--- config.mk ---
export PLATFORM = sky130hd
export DESIGN_NAME = evlog_top
export DESIGN_NICKNAME = d
export VERILOG_FILES = /design/src/rtl/evlog_pkg.sv /design/src/rtl/evlog_fifo.sv /design/src/rtl/evlog_arbiter.sv /design/src/rtl/evlog_store.sv /design/src/rtl/evlog_top.sv
export VERILOG_INCLUDE_DIRS = /design/src /design/src/rtl
export SDC_FILE = /design/constraint.sdc
export NUM_CORES = 1
export LEC_CHECK = 0
export BUFFER_PORTS_ARGS = -buffer_cell sky130_fd_sc_hd__buf_2
export CAP_MARGIN = 5
export CORE_MARGIN = 3
export CORE_UTILIZATION = 45
export CTS_CLUSTER_DIAMETER = 200
export DETAILED_ROUTE_END_ITERATION = 6
export GPL_TIMING_DRIVEN = 0
export PLACE_DENSITY = 0.7
export SYNTH_ARGS = -nofsm -noshare
export SYNTH_HDL_FRONTEND = slang
export SYNTH_SLANG_ARGS = --single-unit
--- constraint.sdc ---
create_clock -name clk -period 3.85 [get_ports clk]
set_clock_uncertainty 0.15 [all_clocks]
set_input_delay 0.385 -clock clk [delete_from_list [all_inputs] [get_ports clk]]
set_output_delay 0.385 -clock clk [all_outputs]
set_load 0.005 [all_outputs]
--- src/rtl/evlog_macros.svh ---
// ****************************************
// Event logger sizing macros
// Depths of the source FIFOs and the log
// memory, and the widths of their counts
// ****************************************

`ifndef EVLOG_MACROS_SVH
`define EVLOG_MACROS_SVH

// Source FIFO depths
`define EVLOG_SAMPLE_DEPTH 4
`define EVLOG_FAULT_DEPTH 4

// Log memory size in entries
`define EVLOG_LOG_DEPTH 16

// Count and address widths
`define EVLOG_FIFO_CNT_BW 3
`define EVLOG_LOG_CNT_BW 5
`define EVLOG_LOG_ADDR_BW 4

`endif

--- src/rtl/evlog_pkg.sv ---
// ****************************************
// Event logger types
// Sample, fault and log word layouts and
// the source tag carried in each log word
// ****************************************

package evlog_pkg;

	// Payload field of a log word, wide enough for a sample
	localparam int LOG_PAYLOAD_BW = 14;

	// Sensor sample: channel number and converter value
	typedef struct packed
	{
		logic [1:0] channel;
		logic [11:0] value;
	} sample_t;

	// Fault report
	typedef struct packed
	{
		logic [7:0] code;
	} fault_t;

	// Origin of a log word
	typedef enum logic
	{
		SRC_SAMPLE = 1'b0,
		SRC_FAULT = 1'b1
	} src_e;

	// One word of the log memory
	// Faults sit zero-extended in the low payload bits
	typedef struct packed
	{
		src_e src;
		logic [LOG_PAYLOAD_BW-1:0] payload;
	} log_entry_t;

endpackage

--- src/rtl/evlog_fifo.sv ---
// ****************************************
// Payload-typed event FIFO
// Fill and free counters, circular pointers
// and show-ahead read data. In stream mode a
// write into a full FIFO drops the oldest
// ****************************************

`include "evlog_macros.svh"

module evlog_fifo
#(
	parameter type payload_t = logic [7:0],
	parameter int DEPTH = 4,
	parameter bit STREAM = 1'b0
)
(
	input logic clk,
	input logic rstnn,
	input logic enable,
	input logic clear,
	input logic wrequest,
	input payload_t wdata,
	output logic wfull,
	output logic [`EVLOG_FIFO_CNT_BW-1:0] wnum,
	input logic rrequest,
	output payload_t rdata,
	output logic rempty,
	output logic [`EVLOG_FIFO_CNT_BW-1:0] rnum
);

	localparam int PTR_BW = (DEPTH > 1) ? $clog2(DEPTH) : 1;

	// Storage, no reset on payload
	payload_t mem [DEPTH];

	logic [PTR_BW-1:0] wr_ptr;
	logic [PTR_BW-1:0] rd_ptr;
	logic [`EVLOG_FIFO_CNT_BW-1:0] fill_cnt;
	logic [`EVLOG_FIFO_CNT_BW-1:0] free_cnt;
	logic wready;
	logic overwrite;
	logic push;
	logic pop;

	// Circular advance, also for depths that are not a power of two
	function automatic logic [PTR_BW-1:0] next_ptr(input logic [PTR_BW-1:0] ptr);
		if (ptr == PTR_BW'(DEPTH - 1))
			return '0;
		return ptr + 1'b1;
	endfunction

	// ****************************************
	// Flow control
	// ****************************************

	// Room for one more while not being cleared
	assign wready = !clear && (fill_cnt < DEPTH);
	assign wfull = !wready;
	assign rempty = (fill_cnt == '0);

	// Stream mode turns a write into a full FIFO into a push plus a pop
	assign overwrite = STREAM && wrequest && wfull && !clear;
	assign push = wrequest && (wready || overwrite);
	assign pop = (rrequest && !rempty) || overwrite;

	// ****************************************
	// Counters and pointers
	// ****************************************

	always_ff @(posedge clk or negedge rstnn)
	begin
		if (!rstnn)
		begin
			fill_cnt <= '0;
			free_cnt <= `EVLOG_FIFO_CNT_BW'(DEPTH);
		end
		else if (enable)
		begin
			if (clear)
			begin
				fill_cnt <= '0;
				free_cnt <= `EVLOG_FIFO_CNT_BW'(DEPTH);
			end
			else if (push && !pop)
			begin
				fill_cnt <= fill_cnt + 1'b1;
				free_cnt <= free_cnt - 1'b1;
			end
			else if (pop && !push)
			begin
				fill_cnt <= fill_cnt - 1'b1;
				free_cnt <= free_cnt + 1'b1;
			end
		end
	end

	always_ff @(posedge clk or negedge rstnn)
	begin
		if (!rstnn)
		begin
			wr_ptr <= '0;
			rd_ptr <= '0;
		end
		else if (enable)
		begin
			if (clear)
			begin
				wr_ptr <= '0;
				rd_ptr <= '0;
			end
			else
			begin
				if (push)
					wr_ptr <= next_ptr(wr_ptr);
				if (pop)
					rd_ptr <= next_ptr(rd_ptr);
			end
		end
	end

	always_ff @(posedge clk)
	begin
		if (enable && push)
			mem[wr_ptr] <= wdata;
	end

	// Head of queue is visible without a read strobe
	assign rdata = mem[rd_ptr];

	assign rnum = fill_cnt;
	assign wnum = free_cnt;

	// ****************************************
	// Checks
	// ****************************************

	a_fill_bound: assert property (@(posedge clk) disable iff (!rstnn)
		fill_cnt <= DEPTH);

	a_count_sum: assert property (@(posedge clk) disable iff (!rstnn)
		fill_cnt + free_cnt == DEPTH);

	// A rejected write must leave the write pointer untouched, also during a pop
	a_no_store_full: assert property (@(posedge clk) disable iff (!rstnn)
		(!STREAM && enable && !clear && wrequest && wfull)
		|=> $stable(wr_ptr));

endmodule

--- src/rtl/evlog_arbiter.sv ---
// ****************************************
// Round-robin log arbiter
// Picks one nonempty FIFO per cycle, pops
// it and tags its head for the log memory
// ****************************************

module evlog_arbiter
(
	input logic clk,
	input logic rstnn,
	input logic enable,
	input evlog_pkg::sample_t sample_rdata,
	input logic sample_rempty,
	output logic sample_rrequest,
	input evlog_pkg::fault_t fault_rdata,
	input logic fault_rempty,
	output logic fault_rrequest,
	input logic log_full,
	output logic store_we,
	output evlog_pkg::log_entry_t store_entry
);

	import evlog_pkg::*;

	// Source served by the most recent write
	src_e last_grant;

	logic grant_sample;
	logic grant_fault;

	// ****************************************
	// Grant selection
	// ****************************************

	always_comb
	begin
		grant_sample = 1'b0;
		grant_fault = 1'b0;
		if (!log_full)
		begin
			// Tie goes to the source not served last
			if (!sample_rempty && !fault_rempty)
			begin
				if (last_grant == SRC_SAMPLE)
					grant_fault = 1'b1;
				else
					grant_sample = 1'b1;
			end
			else if (!sample_rempty)
				grant_sample = 1'b1;
			else if (!fault_rempty)
				grant_fault = 1'b1;
		end
	end

	assign sample_rrequest = grant_sample;
	assign fault_rrequest = grant_fault;
	assign store_we = grant_sample || grant_fault;

	// Tag the granted head with its source
	always_comb
	begin
		store_entry.payload = '0;
		if (grant_fault)
		begin
			store_entry.src = SRC_FAULT;
			store_entry.payload[$bits(fault_t)-1:0] = fault_rdata;
		end
		else
		begin
			store_entry.src = SRC_SAMPLE;
			store_entry.payload = sample_rdata;
		end
	end

	// Sample counts as served at reset so fault wins the first tie
	always_ff @(posedge clk or negedge rstnn)
	begin
		if (!rstnn)
			last_grant <= SRC_SAMPLE;
		else if (enable && store_we)
			last_grant <= grant_fault ? SRC_FAULT : SRC_SAMPLE;
	end

	// ****************************************
	// Checks
	// ****************************************

	a_one_grant: assert property (@(posedge clk) disable iff (!rstnn)
		!(sample_rrequest && fault_rrequest));

	a_req_ok: assert property (@(posedge clk) disable iff (!rstnn)
		(sample_rrequest |-> (!sample_rempty && !log_full))
		and (fault_rrequest |-> (!fault_rempty && !log_full)));

endmodule

--- src/rtl/evlog_store.sv ---
// ****************************************
// Shared log memory
// Appends one entry per cycle until full,
// rewinds on clear, reads by address
// ****************************************

`include "evlog_macros.svh"

module evlog_store
(
	input logic clk,
	input logic rstnn,
	input logic enable,
	input logic log_clear,
	input logic store_we,
	input evlog_pkg::log_entry_t store_entry,
	output logic log_full,
	output logic [`EVLOG_LOG_CNT_BW-1:0] log_count,
	input logic [`EVLOG_LOG_ADDR_BW-1:0] log_addr,
	output evlog_pkg::log_entry_t log_entry
);

	import evlog_pkg::*;

	// Log words keep their contents across a clear
	log_entry_t mem [`EVLOG_LOG_DEPTH];

	logic [`EVLOG_LOG_ADDR_BW-1:0] wr_ptr;
	logic wr_en;

	// Clear has priority over a write in the same cycle
	assign wr_en = enable && store_we && !log_full && !log_clear;

	always_ff @(posedge clk or negedge rstnn)
	begin
		if (!rstnn)
		begin
			wr_ptr <= '0;
			log_full <= 1'b0;
		end
		else if (enable && log_clear)
		begin
			wr_ptr <= '0;
			log_full <= 1'b0;
		end
		else if (wr_en)
		begin
			wr_ptr <= wr_ptr + 1'b1;
			// Last slot taken
			if (wr_ptr == `EVLOG_LOG_ADDR_BW'(`EVLOG_LOG_DEPTH - 1))
				log_full <= 1'b1;
		end
	end

	always_ff @(posedge clk)
	begin
		if (wr_en)
			mem[wr_ptr] <= store_entry;
	end

	// Pointer wraps to zero when full, so the flag supplies the top count
	assign log_count = log_full ? `EVLOG_LOG_CNT_BW'(`EVLOG_LOG_DEPTH)
		: `EVLOG_LOG_CNT_BW'(wr_ptr);

	// Readout, no latency
	assign log_entry = mem[log_addr];

	// Arbiter must hold off once the log is full
	a_no_write_full: assert property (@(posedge clk) disable iff (!rstnn)
		log_full |-> !store_we);

endmodule

--- src/rtl/evlog_top.sv ---
// ****************************************
// Event logger top level
// Sample and fault FIFOs drained by a
// round-robin arbiter into the log memory
// ****************************************

`include "evlog_macros.svh"

module evlog_top
(
	input logic clk,
	input logic rstnn,
	input logic enable,
	input logic sample_valid,
	input evlog_pkg::sample_t sample_in,
	output logic [`EVLOG_FIFO_CNT_BW-1:0] sample_count,
	input logic fault_valid,
	input evlog_pkg::fault_t fault_in,
	output logic fault_full,
	output logic [`EVLOG_FIFO_CNT_BW-1:0] fault_count,
	input logic log_clear,
	input logic [`EVLOG_LOG_ADDR_BW-1:0] log_addr,
	output evlog_pkg::log_entry_t log_entry,
	output logic [`EVLOG_LOG_CNT_BW-1:0] log_count,
	output logic log_full
);

	import evlog_pkg::*;

	sample_t sample_rdata;
	logic sample_rempty;
	logic sample_rrequest;
	fault_t fault_rdata;
	logic fault_rempty;
	logic fault_rrequest;
	logic store_we;
	log_entry_t store_entry;

	// Samples overwrite the oldest when full
	evlog_fifo
	#(
		.payload_t(sample_t),
		.DEPTH(`EVLOG_SAMPLE_DEPTH),
		.STREAM(1'b1)
	)
	sample_fifo_inst
	(
		.clk(clk),
		.rstnn(rstnn),
		.enable(enable),
		.clear(1'b0),
		.wrequest(sample_valid),
		.wdata(sample_in),
		.wfull(),
		.wnum(),
		.rrequest(sample_rrequest),
		.rdata(sample_rdata),
		.rempty(sample_rempty),
		.rnum(sample_count)
	);

	// Faults are rejected when full
	evlog_fifo
	#(
		.payload_t(fault_t),
		.DEPTH(`EVLOG_FAULT_DEPTH),
		.STREAM(1'b0)
	)
	fault_fifo_inst
	(
		.clk(clk),
		.rstnn(rstnn),
		.enable(enable),
		.clear(1'b0),
		.wrequest(fault_valid),
		.wdata(fault_in),
		.wfull(fault_full),
		.wnum(),
		.rrequest(fault_rrequest),
		.rdata(fault_rdata),
		.rempty(fault_rempty),
		.rnum(fault_count)
	);

	evlog_arbiter arbiter_inst
	(
		.clk(clk),
		.rstnn(rstnn),
		.enable(enable),
		.sample_rdata(sample_rdata),
		.sample_rempty(sample_rempty),
		.sample_rrequest(sample_rrequest),
		.fault_rdata(fault_rdata),
		.fault_rempty(fault_rempty),
		.fault_rrequest(fault_rrequest),
		.log_full(log_full),
		.store_we(store_we),
		.store_entry(store_entry)
	);

	evlog_store store_inst
	(
		.clk(clk),
		.rstnn(rstnn),
		.enable(enable),
		.log_clear(log_clear),
		.store_we(store_we),
		.store_entry(store_entry),
		.log_full(log_full),
		.log_count(log_count),
		.log_addr(log_addr),
		.log_entry(log_entry)
	);

endmodule

==> impl_metrics.toml <==
[clocking]
cts_buffers = 36
h-tree-depth = 2
cts_setup_buffers = 0
cts.clk_slew.worst_paths_ps = 60
cts_sinks = 348
clock_path_buffers = 3
clock_latency_ps = 510
root_buffer = "clkbuf_16"
cts_tree = "built"

[layout]
antennaDiodeCount = 0
syn2layout_area_growth_pct = 17.0
drive_above_1_share_pct = 30.2
finalNetCount = 832

[critical_path]
slowest_stage = "nor3_2"
worst-setup-path-type = "register to register"
max_stage_delay_ps = 720
worstPathCellList = "clkbuf_1, nor3b_1, a21boi_1, nand2_1, nor3_2, buf_4"
path_max_fanout = 10
arrival_ps = 3310
critPathCaptureType = "register"
required_ps = 3900
startpoint_type = "register"

[synthesis]
netlist.area_leader.share_pct = 72.1
syn_area_mm2 = 0.0137
yosysTopAreaCell = "edfxtp_1"
synth_nets = 700
ys_seq_elements = 348
ys_types = 41
synthFlopType = "edfxtp_1"
avgSynthCellArea_um2 = 21.0
yosys-top-cells-count = "edfxtp_1 (328), mux4_2 (82), a22oi_1 (30)"
yosys-top-cells-area = "edfxtp_1 (72%), mux4_2 (14%), dfrtp_1 (3.7%), a22oi_1 (1.6%), ha_1 (1.5%)"
yosysMostFrequentCell = "edfxtp_1"
synth_edf_count = 328
yosysWarnings = 0
syn_inst = 650
async_flop_share_pct = 5.75
ys_seq_area_share_pct = 75.8

[route]
vias = 6642
detail-route-antenna-nets = 0
first_iter_violations = 530
drt_pass1_iterations = 4
drc_errors = 0
wl_per_cell_um = 23.2
routed_wl_um = 27800
vias_per_cell = 5.56

[timing]
slew_viol_final = 0
hold_viol = 0
setup_slack_ps = 588
fin_crit_sh_pct = 84.7
fin_crit_ps = 3260
hold_ws_ps = 195
worst_pin_slew_ps = 1080
fmax_ghz = 0.307
finalSetupTns_ps = 0
setup_viol = 0
relSlewSlack_pct = 27.8
rsz0062_at_grt = "no"

[global_routing]
track_usage_pct = 17.1
grt-ovfl-total = 0
grt_max_degree = 26
grt_pass1_wl_um = 42300
antenna_found_initial = 0
first_global_vias = 7003

[power]
comb_power_share_pct = 19.9
seqPwrFrac_pct = 49.4
cellPowerDensity_mw_per_mm2 = 661
p_clk_share_pct = 30.7
internal_power_mw = 7.73
p_switching_mw = 2.83
swShare_pct = 26.8
leakage_nw = 5.38
ir_drop_v = 0.000387

[floorplanning]
io_pins = 60
die-height_um = 180
start_util_pct = 45.8
chipWidth_um = 180
die_area_mm2 = 0.0325
core_area_mm2 = 0.0298
rows = 63

[placed_design]
gp_congestion = 0.730
port_buffers = 57
dpl_worst_slack_ps = 610
post-dp-hpwl_um = 17900

[min_path]
hold_path_class = "input port to register"

[job]
drv_cap = 0

[outcome]
status = "complete, no violations"
-- power groups by stage --
stage               logic, mW  clock network, mW  registers (mW)
global route             2.33               3.44            5.25
detailed placement       2.11                  0            5.30
CTS                      2.14               3.30            5.22
finish                   2.10               3.24            5.22
global placement         2.01                  0            5.29
floorplan                1.37                  0            5.25
-- cell type report --
class | instances | area [um^2]
clock inverters | 15 | 125
plain buffers | 34 | 156
fillers | 2301 | 13800
clock buffers | 46 | 970
repair buffers | 94 | 694
well taps | 390 | 488
flip-flops and latches | 348 | 10300
inverters | 9 | 33.8
multi-input cells | 259 | 3160
-- per-layer routing --
layer	part of all wire [%]	vias to the layer above	routed length (um)	global-route usage, %
li1	-	2922	-	-
met1	42	3450	11700	24.4
met2	49	231	13700	28.1
met3	6.6	39	1840	2.97
met4	1.8	0	500	3.99
met5	0	-	0	0
-- final timing paths --
check / startpoint / end / slack (ps) / cells past startpoint
min in group asynchronous: rstnn / sample_fifo_inst.wr_ptr[1] / 240 / 2
max in group asynchronous: rstnn / store_inst.wr_ptr[3] / 2940 / 2
worst max register to register: store_inst.log_full / store_inst.mem[1][3] / 590 / 6
worst min register to register: fault_fifo_inst.rnum[2] / fault_fifo_inst.rnum[2] / 410 / 1
worst min-delay path: enable / arbiter_inst.last_grant / 200 / 3
worst max-delay path: store_inst.log_full / store_inst.mem[1][3] / 590 / 6
-- flip-flops by register name (all words and copies together), names as in the netlist --
| signal | cells |
|---|---|
| fault_fifo_inst.rnum | 3 |
| fault_fifo_inst.mem | 32 |
| sample_fifo_inst.rd_ptr | 2 |
| store_inst.wr_ptr | 4 |
| sample_fifo_inst.rnum | 3 |
| sample_fifo_inst.wr_ptr | 2 |
| arbiter_inst.last_grant | 1 |
| store_inst.mem | 240 |
| fault_fifo_inst.wr_ptr | 2 |
| fault_fifo_inst.rd_ptr | 2 |
| store_inst.log_full | 1 |
| sample_fifo_inst.mem | 56 |
-- kinds of logic (layout without fill, tap and decap cells) --
kind of cell    count (synthesis)  count (layout)  share of synthesized area, %
fa+ha+maj                      18              18                          1.76
buf+inv                        43             198                          1.39
simple gates                   89              89                          3.17
compound gates                 47              47                          2.58
mux                            99              99                          14.9
flops                         348             348                          75.8
xor+xnor                        6               6                         0.385
-- timing repair --
| action | 4_1_cts | 5_1_grt |
|---|---|---|
| hold buffers | 24 | 0 |
| resized for setup | 0 | 0 |
| hold endpoints to repair | 109 | 0 |
-- placed cells by master (no fill, tap or decap), types with 3 or more instances in the layout --
cell type      count
a21oi_1            3
a22oi_1           30
and3_1             8
buf_2             65
buf_4              5
buf_6              4
buf_8              8
clkbuf_1          28
clkbuf_16         37
clkinv_1           6
clkinv_2           5
dfrtp_1           20
dlygate4sd3_1     24
edfxtp_1         328
ha_1              16
inv_1              9
mux2_2            13
mux4_2            82
nand2_1           27
nor2_1             8
nor2_2            12
nor2b_1           15
nor3_1             4
nor3_2             4
o21ai_0            5
xnor2_1            4
-- critical path: cells and delay by family (launching register included) --
family	cells	cell delay (ps)
and+or+nand+nor	3	1320
DFF	1	390
buffers and inverters	2	600
AOI/OAI and AO/OA	1	480
-- per-stage QoR --
step | power (mW) | cells | area (um^2) | util (%)
2_1_floorplan | 6.62 | 650 | 13700 | -
3_3_place_gp | 7.30 | 1097 | 14400 | 48.4
3_5_place_dp | 7.41 | 1110 | 14600 | 49.2
4_1_cts | 10.7 | 1195 | 16000 | 53.6
5_1_grt | 11.0 | 1195 | 16000 | 53.6
6_report | 10.6 | 1195 | 16000 | 53.6
Note: power is estimated with default switching activity, not from simulation.
